==> src/common/pipeCtrlPkg.sv <==
package pipeCtrlPkg;

    localparam int SQN_W = 7;
    localparam int LB_SIZE = 8;
    localparam int LB_IDX_W = $clog2(LB_SIZE);
    localparam int RETIRE_PER_CYCLE = 4;

    typedef logic [SQN_W-1:0] SqN;

    // Carries a taken branch into the unit and an ordering recovery out of it
    typedef struct packed {
        logic taken;
        logic flush;
        SqN sqN;
        SqN loadSqN;
        logic [31:0] dstPC;
    } BranchProv;

    // True when a comes before b in program order.
    // The sequence space wraps, so the sign of the difference decides
    function automatic logic isOlder(input SqN a, input SqN b);
        SqN diff;
        diff = a - b;
        return diff[SQN_W-1];
    endfunction

endpackage

==> src/common/memOpPkg.sv <==
package memOpPkg;

    localparam logic [1:0] SZ_BYTE = 2'd0;
    localparam logic [1:0] SZ_HALF = 2'd1;
    localparam logic [1:0] SZ_WORD = 2'd2;

    // Loads in this range have side effects and must not run speculatively
    localparam logic [31:0] MMIO_BASE = 32'h1000_0000;
    localparam logic [31:0] MMIO_TOP = 32'h1000_FFFF;

    typedef logic [5:0] Tag;

    typedef struct packed {
        logic valid;
        logic [31:0] addr;
        logic [1:0] size;
        logic signExtend;
        pipeCtrlPkg::SqN sqN;
        pipeCtrlPkg::SqN loadSqN;
        Tag tagDst;
        logic [31:0] pc;
        logic compressed;
        logic exception;
    } AguUop;

    typedef struct packed {
        logic valid;
        logic [31:0] addr;
        logic [1:0] size;
        logic signExtend;
        pipeCtrlPkg::SqN sqN;
        pipeCtrlPkg::SqN loadSqN;
        Tag tagDst;
        logic isMmio;
    } LdUop;

    typedef struct packed {
        logic valid;
        logic fail;
        pipeCtrlPkg::SqN loadSqN;
    } LdAck;

    typedef struct packed {
        logic valid;
        logic [31:0] addr;
        logic [1:0] size;
        logic signExtend;
        Tag tagDst;
        logic isMmio;
    } MemReq;

    typedef struct packed {
        logic valid;
        Tag tagDst;
        logic [31:0] data;
    } LdResult;

    // Two accesses collide only inside the same aligned word
    function automatic logic bytesOverlap(input logic [31:0] addrA, input logic [1:0] sizeA,
                                          input logic [31:0] addrB, input logic [1:0] sizeB);
        logic [3:0] maskA;
        logic [3:0] maskB;
        case (sizeA)
            SZ_BYTE: maskA = 4'b0001 << addrA[1:0];
            SZ_HALF: maskA = 4'b0011 << {addrA[1], 1'b0};
            default: maskA = 4'b1111;
        endcase
        case (sizeB)
            SZ_BYTE: maskB = 4'b0001 << addrB[1:0];
            SZ_HALF: maskB = 4'b0011 << {addrB[1], 1'b0};
            default: maskB = 4'b1111;
        endcase
        return (addrA[31:2] == addrB[31:2]) && ((maskA & maskB) != 4'b0000);
    endfunction

endpackage

==> src/hw/loadAligner.sv <==
`timescale 1ns/1ps

module loadAligner (
    input  logic              clk,
    input  logic              rst,
    input  memOpPkg::MemReq   memReq,
    input  logic              memStall,
    input  logic [31:0]       memRdata,
    output memOpPkg::LdResult ldResult
);
    import memOpPkg::*;

    logic pending;
    logic [1:0] offset;
    logic [1:0] size;
    logic signExtend;
    Tag tagDst;
    logic [31:0] shifted;
    logic [31:0] aligned;

    // Memory answers one cycle after it accepts a request
    always_ff @(posedge clk) begin
        if (rst) begin
            pending <= 1'b0;
        end else begin
            pending <= memReq.valid && !memStall;
        end
        if (memReq.valid && !memStall) begin
            offset <= memReq.addr[1:0];
            size <= memReq.size;
            signExtend <= memReq.signExtend;
            tagDst <= memReq.tagDst;
        end
    end

    always_comb begin
        shifted = memRdata >> {offset, 3'b000};
        case (size)
            SZ_BYTE: aligned = {{24{signExtend & shifted[7]}}, shifted[7:0]};
            SZ_HALF: aligned = {{16{signExtend & shifted[15]}}, shifted[15:0]};
            default: aligned = shifted;
        endcase
    end

    always_ff @(posedge clk) begin
        if (rst) begin
            ldResult.valid <= 1'b0;
        end else begin
            ldResult.valid <= pending;
        end
        ldResult.tagDst <= tagDst;
        ldResult.data <= aligned;
    end

endmodule

==> src/hw/loadBuffer/loadBuffer.sv <==
`timescale 1ns/1ps

module loadBuffer (
    input  logic                   clk,
    input  logic                   rst,
    input  memOpPkg::AguUop        loadIn,
    input  memOpPkg::AguUop        storeIn,
    input  pipeCtrlPkg::SqN        commitSqN,
    input  logic                   sqDone,
    input  logic                   issueStall,
    input  memOpPkg::LdAck         ldAck,
    input  pipeCtrlPkg::BranchProv branchIn,
    output memOpPkg::LdUop         directLoad,
    output memOpPkg::LdUop         lateLoad,
    output logic                   loadDelayed,
    output pipeCtrlPkg::BranchProv recovery,
    output pipeCtrlPkg::SqN        maxLoadSqN
);
    import memOpPkg::*;
    import pipeCtrlPkg::*;

    // The low loadSqN bits are the slot, so only the high bits are kept
    typedef struct packed {
        SqN sqN;
        Tag tagDst;
        logic [SQN_W-1:LB_IDX_W] highLdSqN;
        logic [1:0] size;
        logic [31:0] addr;
        logic signExtend;
        logic nonSpec;
        logic issued;
        logic valid;
    } LbEntry;

    LbEntry entries [LB_SIZE];

    SqN baseIndex;
    logic [LB_IDX_W-1:0] deqIndex;
    logic [LB_IDX_W-1:0] loadIdx;
    logic [LB_IDX_W-1:0] ackIdx;
    logic nonSpec;
    logic storeHazard;
    logic loadSquashed;
    logic storeSquashed;
    logic collision;
    logic issueLate;
    logic [$clog2(RETIRE_PER_CYCLE+1)-1:0] retireCount;

    function automatic logic inMmio(input logic [31:0] addr);
        return (addr >= MMIO_BASE) && (addr <= MMIO_TOP);
    endfunction

    assign deqIndex = baseIndex[LB_IDX_W-1:0];
    assign loadIdx = loadIn.loadSqN[LB_IDX_W-1:0];
    assign ackIdx = ldAck.loadSqN[LB_IDX_W-1:0];

    // Anything at or after a taken branch is on the wrong path
    assign loadSquashed = branchIn.taken && !isOlder(loadIn.sqN, branchIn.sqN);
    assign storeSquashed = branchIn.taken && !isOlder(storeIn.sqN, branchIn.sqN);

    always_comb begin
        nonSpec = loadIn.valid && inMmio(loadIn.addr) && !loadIn.exception;
        // An older store in the same cycle might need to forward, so hold the load
        storeHazard = loadIn.valid && storeIn.valid
            && !isOlder(loadIn.loadSqN, storeIn.loadSqN)
            && bytesOverlap(loadIn.addr, loadIn.size, storeIn.addr, storeIn.size);
        loadDelayed = nonSpec || storeHazard;

        directLoad.valid = loadIn.valid && !loadDelayed && !loadSquashed;
        directLoad.addr = loadIn.addr;
        directLoad.size = loadIn.size;
        directLoad.signExtend = loadIn.signExtend;
        directLoad.sqN = loadIn.sqN;
        directLoad.loadSqN = loadIn.loadSqN;
        directLoad.tagDst = loadIn.tagDst;
        directLoad.isMmio = inMmio(loadIn.addr);
    end

    // Any issued load younger than the store may have read stale data
    always_comb begin
        SqN entryLdSqN;
        collision = 1'b0;
        for (int i = 0; i < LB_SIZE; i++) begin
            entryLdSqN = {entries[i].highLdSqN, LB_IDX_W'(i)};
            if (entries[i].valid && entries[i].issued
                && !isOlder(entryLdSqN, storeIn.loadSqN)
                && bytesOverlap(entries[i].addr, entries[i].size, storeIn.addr, storeIn.size)) begin
                collision = 1'b1;
            end
        end
    end

    // Retire in order from the head and stop at the first entry that cannot go
    always_comb begin
        logic [LB_IDX_W-1:0] idx;
        logic chain;
        chain = 1'b1;
        retireCount = '0;
        for (int i = 0; i < RETIRE_PER_CYCLE; i++) begin
            idx = deqIndex + LB_IDX_W'(i);
            chain = chain && entries[idx].valid && entries[idx].issued
                && isOlder(entries[idx].sqN, commitSqN);
            if (chain) begin
                retireCount = retireCount + 1'b1;
            end
        end
    end

    // MMIO loads wait until they are the next instruction to commit and the store queue is empty
    assign issueLate = !branchIn.taken && (!lateLoad.valid || !issueStall)
        && entries[deqIndex].valid && !entries[deqIndex].issued
        && (!entries[deqIndex].nonSpec || (commitSqN == entries[deqIndex].sqN && sqDone));

    always_ff @(posedge clk) begin
        if (rst) begin
            for (int i = 0; i < LB_SIZE; i++) begin
                entries[i].valid <= 1'b0;
            end
            baseIndex <= '0;
            maxLoadSqN <= SqN'(LB_SIZE - 1);
            lateLoad.valid <= 1'b0;
            recovery.taken <= 1'b0;
        end else begin
            // A rejected direct load goes back to waiting for late issue
            if (ldAck.valid && ldAck.fail && entries[ackIdx].valid) begin
                entries[ackIdx].issued <= 1'b0;
            end

            for (int i = 0; i < RETIRE_PER_CYCLE; i++) begin
                if (i < int'(retireCount)) begin
                    entries[deqIndex + LB_IDX_W'(i)].valid <= 1'b0;
                end
            end
            baseIndex <= baseIndex + SqN'(retireCount);
            maxLoadSqN <= baseIndex + SqN'(LB_SIZE - 1);

            if (!issueStall) begin
                lateLoad.valid <= 1'b0;
            end
            if (issueLate) begin
                lateLoad.valid <= 1'b1;
                lateLoad.addr <= entries[deqIndex].addr;
                lateLoad.size <= entries[deqIndex].size;
                lateLoad.signExtend <= entries[deqIndex].signExtend;
                lateLoad.sqN <= entries[deqIndex].sqN;
                lateLoad.loadSqN <= {entries[deqIndex].highLdSqN, deqIndex};
                lateLoad.tagDst <= entries[deqIndex].tagDst;
                lateLoad.isMmio <= inMmio(entries[deqIndex].addr);
                entries[deqIndex].issued <= 1'b1;
            end

            if (branchIn.taken) begin
                for (int i = 0; i < LB_SIZE; i++) begin
                    if (!isOlder(entries[i].sqN, branchIn.sqN)) begin
                        entries[i].valid <= 1'b0;
                    end
                end
                if (lateLoad.valid && !isOlder(lateLoad.sqN, branchIn.sqN)) begin
                    lateLoad.valid <= 1'b0;
                end
                if (branchIn.flush) begin
                    baseIndex <= branchIn.loadSqN;
                end
            end

            if (loadIn.valid && !loadSquashed) begin
                entries[loadIdx] <= '{
                    sqN: loadIn.sqN,
                    tagDst: loadIn.tagDst,
                    highLdSqN: loadIn.loadSqN[SQN_W-1:LB_IDX_W],
                    size: loadIn.size,
                    addr: loadIn.addr,
                    signExtend: loadIn.signExtend,
                    nonSpec: nonSpec,
                    issued: !loadDelayed,
                    valid: 1'b1
                };
            end

            // Right after a recovery, a younger store is already being flushed
            recovery.taken <= storeIn.valid && !storeSquashed && collision
                && !(recovery.taken && !isOlder(storeIn.sqN, recovery.sqN));
        end

        // Refetch from the instruction after the store
        recovery.flush <= 1'b0;
        recovery.sqN <= storeIn.sqN;
        recovery.loadSqN <= storeIn.loadSqN;
        recovery.dstPC <= storeIn.pc + (storeIn.compressed ? 32'd2 : 32'd4);
    end

    // A direct load's ack comes one cycle after the load was written into its slot
    ackTargetsLiveEntry: assert property (@(posedge clk) disable iff (rst)
        ldAck.valid |-> entries[ackIdx].valid);

    // Back-to-back recoveries happen only when a strictly older store also hits
    recoveryIsPulse: assert property (@(posedge clk) disable iff (rst)
        recovery.taken |=> !recovery.taken || isOlder(recovery.sqN, $past(recovery.sqN)));

endmodule

==> src/hw/loadIssueArbiter.sv <==
`timescale 1ns/1ps

module loadIssueArbiter (
    input  logic             clk,
    input  logic             rst,
    input  memOpPkg::LdUop   directLoad,
    input  memOpPkg::LdUop   lateLoad,
    input  logic             memStall,
    output logic             issueStall,
    output memOpPkg::LdAck   ldAck,
    output memOpPkg::MemReq  memReq
);
    import memOpPkg::*;

    LdUop winner;
    logic directRejected;

    // The late load stays in the buffer's register until the port frees up
    assign issueStall = memStall;

    always_comb begin
        winner = lateLoad.valid ? lateLoad : directLoad;
        directRejected = directLoad.valid && (memStall || lateLoad.valid);
    end

    always_ff @(posedge clk) begin
        if (rst) begin
            memReq.valid <= 1'b0;
            ldAck.valid <= 1'b0;
        end else begin
            if (!memStall) begin
                memReq.valid <= winner.valid;
                memReq.addr <= winner.addr;
                memReq.size <= winner.size;
                memReq.signExtend <= winner.signExtend;
                memReq.tagDst <= winner.tagDst;
                memReq.isMmio <= winner.isMmio;
            end
            // Only direct loads are acked, since a late load never loses
            ldAck.valid <= directLoad.valid;
        end
        ldAck.fail <= directRejected;
        ldAck.loadSqN <= directLoad.loadSqN;
    end

    reqHeldUnderStall: assert property (@(posedge clk) disable iff (rst)
        memStall |=> $stable(memReq));

endmodule

==> src/hw/memOrderUnit.sv <==
`timescale 1ns/1ps

module memOrderUnit (
    input  logic                   clk,
    input  logic                   rst,
    input  memOpPkg::AguUop        loadIn,
    input  memOpPkg::AguUop        storeIn,
    input  pipeCtrlPkg::SqN        commitSqN,
    input  logic                   sqDone,
    input  pipeCtrlPkg::BranchProv branchIn,
    output pipeCtrlPkg::BranchProv recovery,
    output logic                   loadDelayed,
    output pipeCtrlPkg::SqN        maxLoadSqN,
    output memOpPkg::MemReq        memReq,
    input  logic                   memStall,
    input  logic [31:0]            memRdata,
    output memOpPkg::LdResult      ldResult
);
    import memOpPkg::*;

    LdUop directLoad;
    LdUop lateLoad;
    LdAck ldAck;
    logic issueStall;

    loadBuffer loadBufferInst (
        .clk(clk),
        .rst(rst),
        .loadIn(loadIn),
        .storeIn(storeIn),
        .commitSqN(commitSqN),
        .sqDone(sqDone),
        .issueStall(issueStall),
        .ldAck(ldAck),
        .branchIn(branchIn),
        .directLoad(directLoad),
        .lateLoad(lateLoad),
        .loadDelayed(loadDelayed),
        .recovery(recovery),
        .maxLoadSqN(maxLoadSqN)
    );

    loadIssueArbiter loadIssueArbiterInst (
        .clk(clk),
        .rst(rst),
        .directLoad(directLoad),
        .lateLoad(lateLoad),
        .memStall(memStall),
        .issueStall(issueStall),
        .ldAck(ldAck),
        .memReq(memReq)
    );

    loadAligner loadAlignerInst (
        .clk(clk),
        .rst(rst),
        .memReq(memReq),
        .memStall(memStall),
        .memRdata(memRdata),
        .ldResult(ldResult)
    );

endmodule

==> config.mk <==
export PLATFORM = sky130hd
export DESIGN_NAME = memOrderUnit
export DESIGN_NICKNAME = d
export VERILOG_FILES = /design/src/common/pipeCtrlPkg.sv /design/src/common/memOpPkg.sv /design/src/hw/loadAligner.sv /design/src/hw/loadBuffer/loadBuffer.sv /design/src/hw/loadIssueArbiter.sv /design/src/hw/memOrderUnit.sv
export SDC_FILE = /design/constraint.sdc
export NUM_CORES = 1
export LEC_CHECK = 0
export ABC_AREA = 1
export BUFFER_PORTS_ARGS = -buffer_cell sky130_fd_sc_hd__buf_2
export CAP_MARGIN = 20
export CELL_PAD_IN_SITES_DETAIL_PLACEMENT = 1
export CELL_PAD_IN_SITES_GLOBAL_PLACEMENT = 2
export CORE_MARGIN = 2
export CORE_UTILIZATION = 37
export CTS_BUF_LIST = sky130_fd_sc_hd__clkbuf_16
export DETAILED_ROUTE_END_ITERATION = 8
export HOLD_SLACK_MARGIN = 0.05
export PLACE_DENSITY_LB_ADDON = 0.1
export SYNTH_ARGS = -nofsm -noshare
export SYNTH_HDL_FRONTEND = slang
export SYNTH_SLANG_ARGS = --single-unit
==> constraint.sdc <==
create_clock -name clk -period 9 [get_ports clk]
set_clock_uncertainty 0.2 [all_clocks]
set_input_delay 1.8 -clock clk [delete_from_list [all_inputs] [get_ports clk]]
set_output_delay 1.8 -clock clk [all_outputs]
set_load 0.03 [all_outputs]
==> impl_metrics.csv <==
group,metric,value,unit
floorplanning,start_util,0.3734,
drt,drtIter0Drc,2660,
synthesis,yosysWarnings,0,
synthesis,synth-edff-count,526,
global_routing,antenna_found_initial,11,
placed_design,dpl_cell_area,36550,sq um
clock_tree,cts_resized,0,
cells_and_area,seq_area,18290,sq um
synthesis,avgSynthCellArea,9.585,sq um
placed_design,globalplace.congestion,0.9740,
synthesis,syn_area,33660,sq um
cells_and_area,finish.instance_area,39280,sq um
critical_path,r2r_start,"loadBufferInst.baseIndex[0]",
synthesis,synthArstFlopShare,0,
pwr,leakage,0.01549,uW
cells_and_area,multi_input_area,13500,sq um
timing,rsz0062_at_grt,"false",
synthesis,ys_seq_area_frac,0.5430,
floorplanning,die_x,305.6,microns
critical_path,rr_worst_depth,31,
floorplanning,die_area,93400,sq um
clock_tree,cts.reportedPaths.clkPinSlew,0.06,ns
cells_and_area,area_growth,16.69,%
timing,period_needed,6.835,ns
timing,final_hold_viol_count,0,
synthesis,syn-num-nets,3914,
critical_path,worst-setup-path-type,"in -> out",
pwr,power_density,199.8,nW/um^2
clock_tree,cts_tree,"yes",
synthesis,synth.distinct_cells,69,
pwr,peakVddDrop,0.0001476,V
critical_path,worstPathRequired,7.00,ns
clock_tree,cts_sinks,650,
timing,drv_slew,0,
critical_path,worst-path-max-fanout,12,
floorplanning,core_area,90150,sq um
synthesis,ys_top_cells_by_count,"591 x nand2_1, 526 x edfxtp_1, 370 x o21ai_0, 322 x inv_1, 295 x nor2_1",
global_routing,overflow,0,
synthesis,synth_area_leader_cell,"edfxtp_1",
timing,post-route-period-util,0.7595,
global_routing,grt_pass1_wl,210700,microns
critical_path,r2r_setup_slack,2.37,ns
global_routing,grt_usage,0.3097,
cells_and_area,fill_cells,10170,
floorplanning,ios,409,
timing,max_freq,146.3,MHz
synthesis,ys_ff_latch,650,
critical_path,worstPathArrival,4.84,ns
clock_tree,clockRootBuffer,"clkbuf_16",
cells_and_area,drive_above_1_share,0.1490,
cells_and_area,final_util,0.4357,
hold_path,min_to,"loadAlignerInst.ldResult[37]",
hold_path,hp-class,"reg -> reg",
placed_design,place_inst,4904,
critical_path,critPathLaunchType,"input port",
synthesis,yosysMostFrequentCell,"nand2_1",
placed_design,dp.final_hpwl,107300,microns
clock_tree,clock_latency,0.69,ns
job,maxCapViolCount,0,
synthesis,synthFlopType,"edfxtp_1",
pwr,power,7848,uW
timing,setup_viol,0,
drt,drc,0,
drt,wl_per_cell,29.06,microns
cells_and_area,final_cells,5055,
timing,maxSlewHeadroom,0.2789,
clock_tree,max-clock-path-buffers,3,
synthesis,synth_cells,3512,
hold_path,hold_depth,0,
critical_path,endpoint_kind,"primary output",
global_routing,grt_max_degree,107,
floorplanning,std_cell_rows,110,
hold_path,min_from,"loadAlignerInst.tagDst[5]",
drt,vias_per_cell,5.744,
drt,first_pass_iters,6,
global_routing,grt_pass1_vias,29750,
floorplanning,die_h,305.6,microns
drt,wl_met3,9346,microns
cells_and_area,fin_nets,4210,
timing,fin_tns_setup,0,ns
run_status,outcome,"completed",
synthesis,netlist.area_leader.share,0.4692,
placed_design,port_buffers,334,
drt,route.met2.wl,69670,microns
drt,detail-route-antenna-nets,0,
critical_path,r2r_end,"loadBufferInst.baseIndex[6]",
timing,worst_pin_slew,1.082,ns
drt,wl,146900,microns
synthesis,ys_top_cells_by_area,"edfxtp_1 47%, dfxtp_1 7.4%, nand2_1 6.6%",
drt,vias,29030,
clock_tree,h-tree-depth,3,
drt,top_layer_used,"met4",
clock_tree,numCtsBuffers,78,
clock_tree,cts_setup_buffers,0,
drt,met1_length,61490,microns
clock_tree,holdBufCountCts,0,
[through the flow]
stage / setup slack (ns) / hold WS (ns)
final: 2.165 / 0.1396
after global routing: 1.742 / 0.1456
after CTS: 2.249 / 0.1424
after detailed placement: 2.282 / 0.1285
after global placement: 2.248 / 0.1247
after floorplan: 2.656 / 0.1233
[how the worst max path moves through the flow]
stage / from / to / slack, ns / depth (start not counted)
floorplan: loadBufferInst.baseIndex[1] / loadBufferInst.baseIndex[5] / 2.66 / 36
global placement: storeIn[62] / loadDelayed / 2.25 / 11
detailed placement: storeIn[62] / loadDelayed / 2.28 / 11
CTS: loadBufferInst.baseIndex[0] / loadBufferInst.baseIndex[6] / 2.25 / 31
global route: loadBufferInst.baseIndex[0] / loadBufferInst.baseIndex[6] / 1.74 / 31
finish: storeIn[62] / loadDelayed / 2.16 / 11
[layer usage]
layer,vias to the layer above,global-route usage
met5,-,0
met4,0,0.1313
met3,258,0.04437
met2,1160,0.5128
met1,14620,0.4052
li1,12990,-
[sequential cells by signal, indices dropped and copies added (netlist names)]
register	flops
loadBufferInst.recovery	47
loadAlignerInst.signExtend	1
loadBufferInst.maxLoadSqN	7
loadAlignerInst.offset	2
loadIssueArbiterInst.memReq	43
loadBufferInst.entries	440
loadAlignerInst.pending	1
loadAlignerInst.tagDst	6
loadBufferInst.lateLoad	50
loadBufferInst.baseIndex	7
loadAlignerInst.ldResult	39
loadIssueArbiterInst.ldAck	5
loadAlignerInst.size	2
[layout make-up]
type                            count  share of cell area
Sequential cell                   650              0.4656
Multi-Input combinational cell   2364              0.3438
Timing Repair Buffer              372             0.05065
Clock buffer                       79             0.05033
Tap cell                         1176             0.03746
Inverter                          342             0.03294
Clock inverter                     65             0.01886
Antenna cell                        7           0.0004459
[power breakdown]
part | switching [uW] | internal (uW) | leakage (uW)
clock | 1410 | 1960 | 0.00137
sequential | 62.4 | 3340 | 0.00578
combinational | 776 | 295 | 0.00834
total | 2240 | 5600 | 0.0155
[cells in the final DEF, fill, tap and decap left out, drive strengths merged, types with 76 or more instances in the layout]
master    n
nand2   606
inv     349
a21oi   187
ha      129
xor2     81
xnor2    76
edfxtp  526
nor2    309
clkbuf   79
nand3   139
dfxtp   124
buf     372
o21ai   380
o22ai   105
[critical path, stage by stage]
cell and delay (ns):
buf_2 0.18, inv_1 0.48, nor2_1 0.09, nor4_1 0.69, nand4_1 0.37, nor4_1 0.26, buf_4 0.21, nand3_1 0.21
nand2_1 0.12, buf_4 0.17, buf_2 0.24
[cells by family (layout without fill, tap and decap cells)]
logic type,count (synthesis),after routing,synth area share
other,1,8,0.0001114
buffers and inverters,498,858,0.05806
adder cells (fa/ha/maj),131,131,0.04914
XOR/XNOR,157,157,0.04085
flip-flops,650,650,0.5430
AO/OA/AOI/OAI,858,858,0.1475
AND/OR/NAND/NOR,1202,1202,0.1569
multiplexers,15,15,0.004460
Power figures use the tool's default switching activity.
